## src/hw/vfdPkg.sv

```systemverilog
// Frame geometry, scan timing constants, vector types and the scanner state enum.
package vfdPkg;

	// ==================================================
	// Frame geometry.
	// ==================================================
	localparam int frameBytes  = 3003; // Bytes in one host frame.
	localparam int rowBytes    = 77;   // Bytes per RAM row.
	localparam int rowCount    = 39;   // RAM rows.
	localparam int gridCount   = 52;   // Grids on the tube.

	// Serial stream of one grid.
	localparam int bitsPerGrid = 288;  // Bits shifted per grid.
	localparam int pixelBits   = 234;  // Leading pixel bits.
	localparam int gridBitBase = 234;  // First grid-enable bit.
	localparam int pixPerGroup = 6;    // A F B E C D, then next row.

	// ==================================================
	// Scan timing.
	// ==================================================
	localparam int blankLen    = 7;    // Cycles of blank per grid.
	localparam int latchStart  = 1;    // Latch rises here.
	localparam int latchEnd    = 5;    // Latch falls here.

	// GCP start bits, one per brightness step.
	localparam int gcpStarts [0:5] = '{72, 144, 192, 216, 240, 256};
	localparam int gcpWidth    = 3;    // Pulse width in bits.

	// Vector types.
	typedef logic [11:0] ramAddrT; // Frame RAM address.
	typedef logic [7:0]  ramByteT; // Two pixels, low six bits.
	typedef logic [5:0]  gridT;    // Grid number, 1 to 52.
	typedef logic [8:0]  bitIdxT;  // Bit within a grid.
	typedef logic [2:0]  pixSlotT; // Position in A F B E C D.
	typedef logic [2:0]  grayT;    // One bit per serial line.

	// Scanner states.
	typedef enum logic [2:0] {
		held,      // Display blanked, waiting on the host.
		blank,     // Blank and latch phase.
		fetch,     // RAM read issued.
		clockLow,  // Data settles.
		clockHigh  // Serial clock high.
	} scanStateT;

endpackage

```

## src/hw/pixelFetch.sv

```systemverilog
// RAM address generation, A F B E C D pixel pick with parity mask, and grid-enable bits.
module pixelFetch
	import vfdPkg::*;
(
	input  logic       CLK,
	input  logic       arstN,
	input  gridT       grid,
	input  bitIdxT     bitIdx,
	input  pixSlotT    pixSlot,
	input  logic [5:0] row,
	input  logic       fetchStb,
	input  ramByteT    rdData,
	output logic       rdEn,
	output ramAddrT    rdAddr,
	output grayT       sData
);

	ramAddrT    rowLut [rowCount];  // row * 77.
	ramAddrT    colLut [gridCount]; // Grid pair * 3.
	ramAddrT    slotByte;           // Byte within the pair's three.
	gridT       gridD;
	bitIdxT     bitIdxD;
	pixSlotT    slotD;
	logic [1:0] stbPipe;            // Data in, then hold.
	logic       upperHalf;
	logic       slotShown;
	bitIdxT     gridBitLo;
	grayT       pixVal;
	grayT       gridVal;

	for (genvar r = 0; r < rowCount; r++) begin : genRowLut
		assign rowLut[r] = ramAddrT'(r * rowBytes);
	end
	for (genvar g = 0; g < gridCount; g++) begin : genColLut
		assign colLut[g] = ramAddrT'((g / 2) * 3); // Grids 1 and 2 share bytes.
	end

	always_comb begin
		case (pixSlot)
			3'd0, 3'd2: slotByte = ramAddrT'(0); // A, B.
			3'd4, 3'd5: slotByte = ramAddrT'(1); // C, D.
			default:    slotByte = ramAddrT'(2); // F, E.
		endcase
	end

	assign rdAddr = slotByte + colLut[grid - gridT'(1)] + rowLut[row];
	assign rdEn   = fetchStb && (bitIdx < bitIdxT'(pixelBits)); // No read for grid bits.

	// Indices lined up with rdData.
	always_ff @(posedge CLK) begin
		gridD   <= grid;
		bitIdxD <= bitIdx;
		slotD   <= pixSlot;
	end

	// ==================================================
	// Output select.
	// ==================================================
	assign upperHalf = (slotD == 3'd0) || (slotD == 3'd3) || (slotD == 3'd4); // A, E, C.
	assign slotShown = slotD[0] ^ gridD[0]; // Odd grid shows A B C.
	assign pixVal    = slotShown ? (upperHalf ? rdData[5:3] : rdData[2:0]) : '0;

	// Grid g lights enable bits 233 + g and 234 + g.
	assign gridBitLo = bitIdxT'(gridBitBase) + bitIdxT'(gridD) - 1'b1;
	assign gridVal   = ((bitIdxD == gridBitLo) || (bitIdxD == gridBitLo + 1'b1)) ? '1 : '0;

	always_ff @(posedge CLK or negedge arstN) begin
		if (!arstN) begin
			stbPipe <= '0;
			sData   <= '0;
		end else begin
			stbPipe <= {stbPipe[0], fetchStb};
			if (stbPipe[0])
				sData <= (bitIdxD < bitIdxT'(pixelBits)) ? pixVal : gridVal;
			else if (!stbPipe[1])
				sData <= '0; // Idle between bits and while held.
		end
	end

endmodule

```

## config.mk

```make
export PLATFORM = sky130hd
export DESIGN_NAME = pixelFetch
export DESIGN_NICKNAME = d
export VERILOG_FILES = /design/src/hw/vfdPkg.sv /design/src/hw/pixelFetch.sv
export SDC_FILE = /design/constraint.sdc
export NUM_CORES = 1
export LEC_CHECK = 0
export ABC_AREA = 1
export BUFFER_PORTS_ARGS = -buffer_cell sky130_fd_sc_hd__buf_4
export CAP_MARGIN = 10
export CELL_PAD_IN_SITES_DETAIL_PLACEMENT = 0
export CELL_PAD_IN_SITES_GLOBAL_PLACEMENT = 1
export CORE_UTILIZATION = 38
export DETAILED_ROUTE_END_ITERATION = 8
export GPL_TIMING_DRIVEN = 0
export HOLD_SLACK_MARGIN = 0.15
export PLACE_DENSITY = 0.83
export SLEW_MARGIN = 20
export SYNTH_ARGS = -nofsm -noshare
export SYNTH_HDL_FRONTEND = slang
export SYNTH_SLANG_ARGS = --single-unit
```

## constraint.sdc

```tcl
create_clock -name CLK -period 6.4 [get_ports CLK]
set_clock_uncertainty 0.05 [all_clocks]
set_input_delay 1.28 -clock CLK [delete_from_list [all_inputs] [get_ports CLK]]
set_output_delay 1.28 -clock CLK [all_outputs]
set_load 0.1 [all_outputs]
```

==> results of run 1 <==
sequential cells by signal, summed over array words and instances (netlist names):
name     cells
stbPipe      2
slotD        3
gridD        6
sData        3
bitIdxD      9
timing repair:
| item | 4_1_cts | 5_1_grt |
|---|---|---|
| hold buffers | 0 | 0 |
| gates resized for setup | 0 | 8 |
| endpoints found under the setup margin | 0 | 2 |
logic make-up (layout without fill, tap and decap cells):
family	Yosys count	count (layout)	share of synthesized area (%)
AOI/OAI and AO/OA	60	60	15.0
buffers and inverters	63	114	10.1
xor gates and xnor gates	15	15	5.50
adders and majority gates	30	30	16.6
and+or+nand+nor	180	180	32.5
DFF	23	23	20.3
Yosys cell counts:
library cell / count
dfxtp_1: 18
nand3_1: 35
a21oi_2: 1
xnor2_1: 4
nor2_1: 32
a211oi_1: 1
a31oi_1: 2
nand3_2: 1
o211ai_1: 6
nand2_2: 7
o31ai_1: 1
or2_2: 2
o21bai_1: 4
dfrtp_1: 5
o21ai_0: 20
a32o_1: 1
or2_1: 1
nor3_1: 1
a32oi_1: 1
or2_0: 1
a221oi_1: 1
nand3b_1: 1
nand4_1: 5
buf_2: 3
ha_1: 27
o221ai_1: 1
a21oi_1: 16
o21a_1: 1
o21ai_1: 3
a41oi_1: 1
inv_1: 57
nor2_2: 2
xor2_1: 11
inv_2: 2
fa_1: 3
nand2_1: 92
clkbuf_1: 1
per-layer routing:
metal  GRT usage, %  vias up  wire [um]
li1               -     1303          -
met1           23.5     1060       2760
met2           33.3       43       2690
met3           1.12        6        174
met4           4.46        0         74
met5              0        -          0
how the worst min path moves through the flow:
stage                       to  slack [ns]  depth (start not counted)
floorplan           stbPipe[1]        0.30                          0
global placement    stbPipe[1]        0.31                          0
detailed placement  stbPipe[1]        0.31                          0
CTS                 stbPipe[1]        0.33                          0
global route        stbPipe[1]        0.35                          0
finish              stbPipe[1]        0.33                          0
where the power goes:
part	switching [mW]	internal [mW]
registers	0.00705	0.152
clock network	0.0466	0.0434
logic	0.431	0.143
area by class of cell:
cell class / count / area share (%)
flip-flops and latches: 23 / 16.6
multi-input cells: 285 / 58.0
repair buffers: 47 / 12.4
clock inverters: 1 / 0.171
plain buffers: 4 / 0.640
clock buffers: 3 / 1.41
inverters: 59 / 7.56
well taps: 75 / 3.20
==> flow_metrics.tcl, run 1 <==
set metrics [dict create \
    worstReg2RegStart "gridD[0]" \
    antenna_found_initial 0 \
    ys_seq_elements 23 \
    final-hold-violation-count 0 \
    reg2reg_slack_ns 4.34 \
    cts-root-buf "clkbuf_8" \
    syn_area_mm2 0.00239 \
    multi_input_comb_area_mm2 0.00170 \
    vias 2412 \
    reg2reg_depth 13 \
    cts_buffer_depth 2 \
    die_area_mm2 0.00661 \
    grt_pass1_vias 2301 \
    clk_latency_ns 0.26 \
    num_io_pins 51 \
    drtIter0Drc 71 \
    area_growth_pct 22.6 \
    post_cts.repair.setup_buffers 0 \
    dp_hpwl_um 4710 \
    path_cells "buf_4 -> nor2_1 -> nand2_1 -> or2_1 -> nor2_1 -> xnor2_2 -> nor2_2 -> nand2_1 -> o21ai_1 -> fa_1 -> inv_1 -> ha_1 -> inv_1 -> fa_1 -> o21ai_2 -> a21oi_1 -> o21bai_2 -> nand2_1 -> nand2_1 -> nand2_1 -> xor2_2 -> buf_8" \
    port_buffers 47 \
    grt_pass1_wl_um 9750 \
    cts_tree "yes" \
    register_area_um2 485 \
    drv_slew 0 \
    setup_violations 0 \
    timing.hold.ws_ns 0.330 \
    finalWorstSetupSlack_ns 0.347 \
    nets 488 \
    postLayoutCellArea_mm2 0.00293 \
    syn_inst 371 \
    cp-endpoint "rdAddr[9]" \
    tightestPinTransition_ns 0.411 \
    place_congestion 0.908 \
    vias_per_cell 4.85 \
    dp_slack_ns 0.0555 \
    start_util_pct 39.9 \
    fin_crit_sh_pct 94.6 \
    rsz0062_at_grt "false" \
    vdd_ir_drop_max_uv 414 \
    syn_avg_cell_area_um2 6.44 \
    fmax_ghz 0.165 \
    n_antenna_cell 0 \
    crit_family "simple AND/OR/NAND/NOR gates" \
    drive_gt1_share_pct 18.0 \
    synth_warnings 0 \
    cp.arrival_ns 4.72 \
    end_kind "output port" \
    grt_overflow 0 \
    wl_per_cell_um 11.5 \
    fp-row-count 28 \
    power_per_cell_area_mw_per_mm2 281 \
    placed_cell_area_mm2 0.00286 \
    routed_wirelength_um 5700 \
    numClockSinks 23 \
    p_total_uw 823 \
    synth_area_leaders "dfxtp_1, nand2_1, ha_1" \
    cts_made_buffers 3 \
    synth_seq_area_share_pct 20.3 \
    synth_top_cell_by_area "dfxtp_1" \
    netlist.area_leader.share_pct 15.1 \
    fin_crit_ns 6.05 \
    final_core_utilization_pct 48.9 \
    nFillCells 612 \
    crit_path_frequent_cell "nand2_1" \
    r2r_end "sData[2]" \
    path_clk_slew_ns 0.08 \
    drt_first_pass_iters 5 \
    critPathLaunch "grid[2]" \
    die_w_um 81.3 \
    critPathLaunchType "input pin" \
    crit_cells 22 \
    required_ns 5.07 \
    cap_viol_max_count 0 \
    cts_max_level 1 \
    hold_start "stbPipe[0]" \
    final_common_cell "nand2_1" \
    cpMaxStageDelayCell "fa_1" \
    critPathMaxStageDelay_ns 0.44 \
    track_usage_pct 18.4 \
    finalSetupTns_ns 0 \
    cp_max_fo 6 \
    layout_common_cells "nand2_1, inv_1, buf_4" \
    coreArea_mm2 0.00599 \
    die_h_um 81.3 \
    max_slew_margin_pct 72.2 \
    path_class "input pin to output port" \
    crit_buf_inv 4 \
    drc 0 \
    status "completed" \
    dp.cells 493 \
    yosysUniqueCellTypes 37 \
    hold_path.class "register to register" \
    grt_max_degree 14 \
    ant_nets 0 \
    power_leakage_nw 1.59 \
    syn-num-nets 436 \
    fin_cells 497 \
]
(Power assumes the default switching activity.)
==> run 2, diff against run 1 <==
--- a/config.mk
+++ b/config.mk
@@ -10,6 +10,7 @@
 export CAP_MARGIN = 10
 export CELL_PAD_IN_SITES_DETAIL_PLACEMENT = 0
 export CELL_PAD_IN_SITES_GLOBAL_PLACEMENT = 1
+export CORE_MARGIN = 2
 export CORE_UTILIZATION = 38
 export DETAILED_ROUTE_END_ITERATION = 8
 export GPL_TIMING_DRIVEN = 0
==> flow_metrics.tcl, run 2 (synthesis results as in run 1) <==
set metrics [dict create \
    status "completed" \
    p_clk_share_pct 11.0 \
    cts_max_level 1 \
    grt_pass1_vias 2272 \
    cp.arrival_ns 4.70 \
    port_buffers 47 \
    drc 0 \
    fp-row-count 28 \
    place_congestion 0.830 \
    power.internal_uw 340 \
    power_leakage_nw 1.59 \
    track_usage_pct 16.9 \
    cts-root-buf "clkbuf_8" \
    grt_pass1_wl_um 10100 \
    p_sw_uw 487 \
    numClockSinks 23 \
    critPathLaunchType "input pin" \
    cp_max_fo 6 \
    wl_per_cell_um 11.8 \
    cap_viol_max_count 0 \
    drive_gt1_share_pct 18.0 \
    final-hold-violation-count 0 \
    grt_overflow 0 \
    clk_latency_ns 0.26 \
    fin_crit_ns 6.03 \
    top_regs "bitIdxD: 9 flops, gridD: 6 flops" \
    num_io_pins 51 \
    n_antenna_cell 0 \
    setup_violations 0 \
    drv_slew 0 \
    swShare_pct 58.9 \
    drt_first_pass_iters 5 \
    hold_path.class "register to register" \
    vdd_ir_drop_max_uv 596 \
    path_clk_slew_ns 0.08 \
    die_h_um 83.3 \
    routed_wirelength_um 5860 \
    tightestPinTransition_ns 0.426 \
    cts_tree "yes" \
    antenna_found_initial 0 \
    ant_nets 0 \
    cts_made_buffers 3 \
    coreArea_mm2 0.00599 \
    top_register "bitIdxD" \
    rsz0062_at_grt "false" \
    required_ns 5.07 \
    fin_crit_sh_pct 94.3 \
    grt_max_degree 15 \
    largest_register_ffs 9 \
    finalSetupTns_ns 0 \
    die_area_mm2 0.00694 \
    end_kind "output port" \
    die_w_um 83.3 \
    path_class "input pin to output port" \
    area_growth_pct 22.7 \
    cts_buffer_depth 2 \
    p_comb_share_pct 69.8 \
    p_total_uw 827 \
    dp_hpwl_um 4910 \
    fmax_ghz 0.166 \
    max_slew_margin_pct 71.3 \
    reg2reg_slack_ns 4.37 \
    final_common_cell "nand2_1" \
    vias 2448 \
    drtIter0Drc 96 \
    vias_per_cell 4.93 \
    start_util_pct 39.9 \
    nets 488 \
    seqPwrFrac_pct 19.2 \
    power_per_cell_area_mw_per_mm2 282 \
    layout_common_cells "nand2_1, inv_1, buf_4" \
]
[run 2: worst paths after layout]
check | end | from | depth (start not counted)
setup / recovery | rdAddr[9] | grid[2] | 21
hold / removal | stbPipe[1] | stbPipe[0] | 0
setup reg to reg | sData[2] | gridD[0] | 12
hold reg to reg | stbPipe[1] | stbPipe[0] | 0
max in group asynchronous | sData[2] | arstN | 1
min in group asynchronous | stbPipe[0] | arstN | 1
[run 2: worst max-delay path, stage by stage]
cell and delay [ns]:
buf_4 0.13, nor2_1 0.10, nand2_1 0.06, or2_1 0.22
nor2_1 0.16, xnor2_2 0.19, nor2_2 0.08, o21ai_1 0.19
fa_1 0.45, inv_1 0.07, ha_1 0.15, inv_1 0.07
fa_1 0.42, o21ai_2 0.20, a21oi_1 0.10, o21bai_2 0.19
nand2_1 0.07, nand2_1 0.07, nand2_1 0.11, xor2_2 0.18
buf_8 0.22
[run 2: final cells by class]
cell class | count | area (um2)
multi-input cells | 285 | 1700
plain buffers | 4 | 18.8
well taps | 75 | 93.8
fillers | 645 | 3060
flip-flops and latches | 23 | 485
clock inverters | 1 | 6.26
repair buffers | 47 | 364
inverters | 59 | 221
clock buffers | 3 | 41.3
[run 2: power groups by stage]
stage / combinational, mW / clock (mW) / sequential (mW)
after CTS: 0.574 / 0.0961 / 0.159
after detailed placement: 0.569 / 0 / 0.162
after global placement: 0.567 / 0 / 0.162
after floorplan: 0.443 / 0 / 0.172
after global routing: 0.616 / 0.101 / 0.160
final: 0.577 / 0.0907 / 0.159
[run 2: metal layers]
layer,vias to the layer above,wire length (um),global-route usage (%)
met1,1090,2940,23.5
met2,44,2700,28.9
met3,4,181,1.29
met4,0,41,3.13
met5,-,0,0
li1,1310,-,-
[run 2: timing repair]
action                                  CTS  global route
gates resized for setup                   2             6
hold buffers                              0             0
gates cloned                              0             0
endpoints found under the setup margin    2             3
pin swaps                                 0             0
hold endpoints to repair                  0             0
buffers inserted                          0             0
[run 2: through the flow]
| step | instances | hold slack (ns) | setup slack [ns] | instance area [um2] | util [%] |
|---|---|---|---|---|---|
| floorplan | 371 | 0.304 | 0.0925 | 2410 | - |
| detailed placement | 493 | 0.322 | 0.00294 | 2860 | 47.7 |
| finish | 497 | 0.333 | 0.366 | 2930 | 48.9 |
| global placement | 493 | 0.308 | -0.0237 | 2860 | 47.7 |
| global route | 497 | 0.369 | 0.0328 | 2930 | 48.9 |
| CTS | 497 | 0.341 | 0.0148 | 2910 | 48.6 |
==> run 3, diff against run 2 <==
==> config.mk (replaced) <==
export PLATFORM = sky130hd
export DESIGN_NAME = pixelFetch
export DESIGN_NICKNAME = d
export VERILOG_FILES = /design/src/hw/vfdPkg.sv /design/src/hw/pixelFetch.sv
export SDC_FILE = /design/constraint.sdc
export NUM_CORES = 1
export LEC_CHECK = 0
export ABC_AREA = 0
export CAP_MARGIN = 10
export CELL_PAD_IN_SITES_DETAIL_PLACEMENT = 0
export CELL_PAD_IN_SITES_GLOBAL_PLACEMENT = 1
export CORE_MARGIN = 2
export CORE_UTILIZATION = 48
export DETAILED_ROUTE_END_ITERATION = 8
export DONT_BUFFER_PORTS = 1
export GPL_TIMING_DRIVEN = 0
export HOLD_SLACK_MARGIN = 0.15
export PLACE_DENSITY = 0.84
export SLEW_MARGIN = 20
export SYNTH_ARGS = -nofsm -noshare
export SYNTH_HDL_FRONTEND = slang
export SYNTH_SLANG_ARGS = --single-unit
==> constraint.sdc (replaced) <==
create_clock -name CLK -period 7.1 [get_ports CLK]
set_clock_uncertainty 0.05 [all_clocks]
set_input_delay 1.42 -clock CLK [delete_from_list [all_inputs] [get_ports CLK]]
set_output_delay 1.42 -clock CLK [all_outputs]
set_load 0.1 [all_outputs]
==> flow_metrics.tcl, run 3 <==
set metrics [dict create \
    hold_path.class "register to register" \
    cts_max_level 1 \
    cp.arrival_ns 5.29 \
    place_congestion 0.808 \
    fmax_ghz 0.148 \
    drv_slew 0 \
    max_slew_margin_pct 22.1 \
    grt_overflow 0 \
    layout_common_cells "nand2_1, ha_1, o21ai_0" \
    antenna_found_initial 0 \
    synth_top_family_by_area "compound AO/OA/AOI/OAI gates" \
    ant_nets 0 \
    path_class "input pin to output port" \
    start_util_pct 48.8 \
    final-hold-violation-count 0 \
    grt_pass1_wl_um 8830 \
    grt_pass1_vias 1978 \
    vias 2137 \
    drtIter0Drc 88 \
    async_flop_share_pct 21.7 \
    num_io_pins 51 \
    final_common_cell "nand2_1" \
    synth_xor_area_share_pct 12.7 \
    nets 379 \
    final_core_utilization_pct 55.0 \
    path_clk_slew_ns 0.08 \
    port_buffers 0 \
    syn_avg_cell_area_um2 8.12 \
    cts-hold-fix-buffers 0 \
    power_per_cell_area_mw_per_mm2 260 \
    multi_input_comb_area_mm2 0.00194 \
    synthAdderAreaFrac_pct 16.2 \
    cp-endpoint "rdAddr[7]" \
    yosys.area_share.simple_pct 19.0 \
    routed_wirelength_um 5470 \
    largest_register_ffs 9 \
    synth_common_cells "nand2_1, ha_1, o21ai_0" \
    synth_warnings 0 \
    register_area_um2 485 \
    critPathLaunchType "input pin" \
    setup_violations 0 \
    coreArea_mm2 0.00504 \
    synth_flop_cell "dfxtp_1" \
    end_kind "output port" \
    synth_area_leaders "dfxtp_1, ha_1, xnor2_1" \
    cts-root-buf "clkbuf_8" \
    synth.most_common_cell "nand2_1" \
    fin_crit_ns 6.76 \
    synth_compound_area_share_pct 20.6 \
    vias_per_cell 5.58 \
    synth_seq_area_share_pct 19.7 \
    synth.area.mux_share_pct 6.25 \
    timing.hold.ws_ns 0.446 \
    n_antenna_cell 0 \
    die_h_um 75.6 \
    yosysUniqueCellTypes 57 \
    fin_crit_sh_pct 95.2 \
    area_growth_pct 12.8 \
    finalSetupTns_ns 0 \
    track_usage_pct 19.7 \
    reg2reg_depth 9 \
    status "completed" \
    cts_buffer_depth 2 \
    die_area_mm2 0.00572 \
    top_regs "bitIdxD: 9 flops, gridD: 6 flops" \
    ys_seq_elements 23 \
    numClockSinks 23 \
    clk_latency_ns 0.26 \
    syn_area_mm2 0.00246 \
    cp_max_fo 7 \
    netlist.area_leader.share_pct 14.6 \
    syn-num-nets 368 \
    worstReg2RegStart "gridD[1]" \
    r2r_end "sData[0]" \
    critPathLaunch "grid[2]" \
    required_ns 5.63 \
    fp-row-count 26 \
    drc 0 \
    drive_gt1_share_pct 12.5 \
    nFillCells 499 \
    drt_first_pass_iters 4 \
    syn_inst 303 \
    synth-edff-count 0 \
    tightestPinTransition_ns 1.17 \
    cts_tree "yes" \
    dp_hpwl_um 4450 \
    power_leakage_nw 1.22 \
    synth_top_cell_by_area "dfxtp_1" \
    cts_made_buffers 3 \
    die_w_um 75.6 \
    cap_viol_max_count 0 \
    vdd_ir_drop_max_uv 455 \
    reg2reg_slack_ns 4.59 \
    wl_per_cell_um 14.3 \
    grt_max_degree 14 \
    top_register "bitIdxD" \
]
## run 3: cell count changes in the layout (fill, tap and decap cells not counted), moves of 6 or more
cell      delta
nand2_1     -59
nand3_1     -30
nand2_2      -7
nor2_1      -16
buf_4       -41
xnor2_1     +13
a211oi_1     +6
inv_1       -37
mux2i_1     +12
## run 3: what timing repair did
item,in CTS,in global routing
endpoints found under the hold margin,0,0
resized for setup,2,7
pin swaps,1,4
buffers inserted,0,2
endpoints found under the setup margin,2,3
## run 3: final cells by class
class	instances	share of cell area [%]
repair buffers	6	2.71
clock buffers	3	1.49
multi-input cells	246	69.9
clock inverters	1	0.180
well taps	70	3.16
flip-flops and latches	23	17.5
plain buffers	13	2.21
inverters	21	2.84
## run 3: how the worst min path moves through the flow
stage,from,endpoint,cells past startpoint
4_1_cts,stbPipe[0],stbPipe[1],0
2_1_floorplan,stbPipe[0],stbPipe[1],0
3_3_place_gp,stbPipe[0],stbPipe[1],0
6_report,stbPipe[0],stbPipe[1],0
3_5_place_dp,stbPipe[0],stbPipe[1],0
5_1_grt,stbPipe[0],stbPipe[1],0
## run 3: per-stage QoR
| step | setup WS (ns) | total power, mW | std cells | cell area (um2) |
|---|---|---|---|---|
| final | 0.341 | 0.721 | 383 | 2780 |
| after global routing | -0.0471 | 0.759 | 383 | 2780 |
| after CTS | 0.0218 | 0.720 | 381 | 2730 |
| after detailed placement | -0.0820 | 0.639 | 377 | 2680 |
| after global placement | -0.420 | 0.570 | 373 | 2560 |
| after floorplan | -0.0947 | 0.541 | 303 | 2470 |
## run 3: critical path, cell delays in order
cell and delay, ns:
nor3_2 0.21, xor2_1 0.48, mux2i_1 0.30, nand2_1 0.07, mux2_2 0.27, ha_1 0.29
ha_1 0.35, nor2b_1 0.15, o21ai_0 0.24, a21boi_1 0.13, o21ai_0 0.29, a21boi_2 0.11
buf_4 0.15, nor2_2 0.81
## run 3: kinds of logic (layout without fill, tap and decap cells)
logic type / count (synthesis) / count (layout)
XOR/XNOR: 34 / 34
AND/OR/NAND/NOR: 90 / 90
adder cells (fa/ha/maj): 30 / 30
flip-flops: 23 / 23
AO/OA/AOI/OAI: 78 / 78
buffers and inverters: 34 / 44
multiplexers: 14 / 14
## run 3: layer usage
layer | global-route usage, % | up-vias | part of all wire, % | routed length (um)
li1 | - | 1087 | - | -
met4 | 3.90 | 0 | 0.99 | 54
met2 | 36.0 | 46 | 53 | 2900
met3 | 2.78 | 6 | 3.9 | 216
met1 | 24.5 | 998 | 42 | 2300
met5 | 0 | - | 0 | 0
## run 3: where the power goes
group / switching (mW) / internal [mW]
sequential: 0.0169 / 0.137
combinational: 0.351 / 0.138
clock: 0.0396 / 0.0391
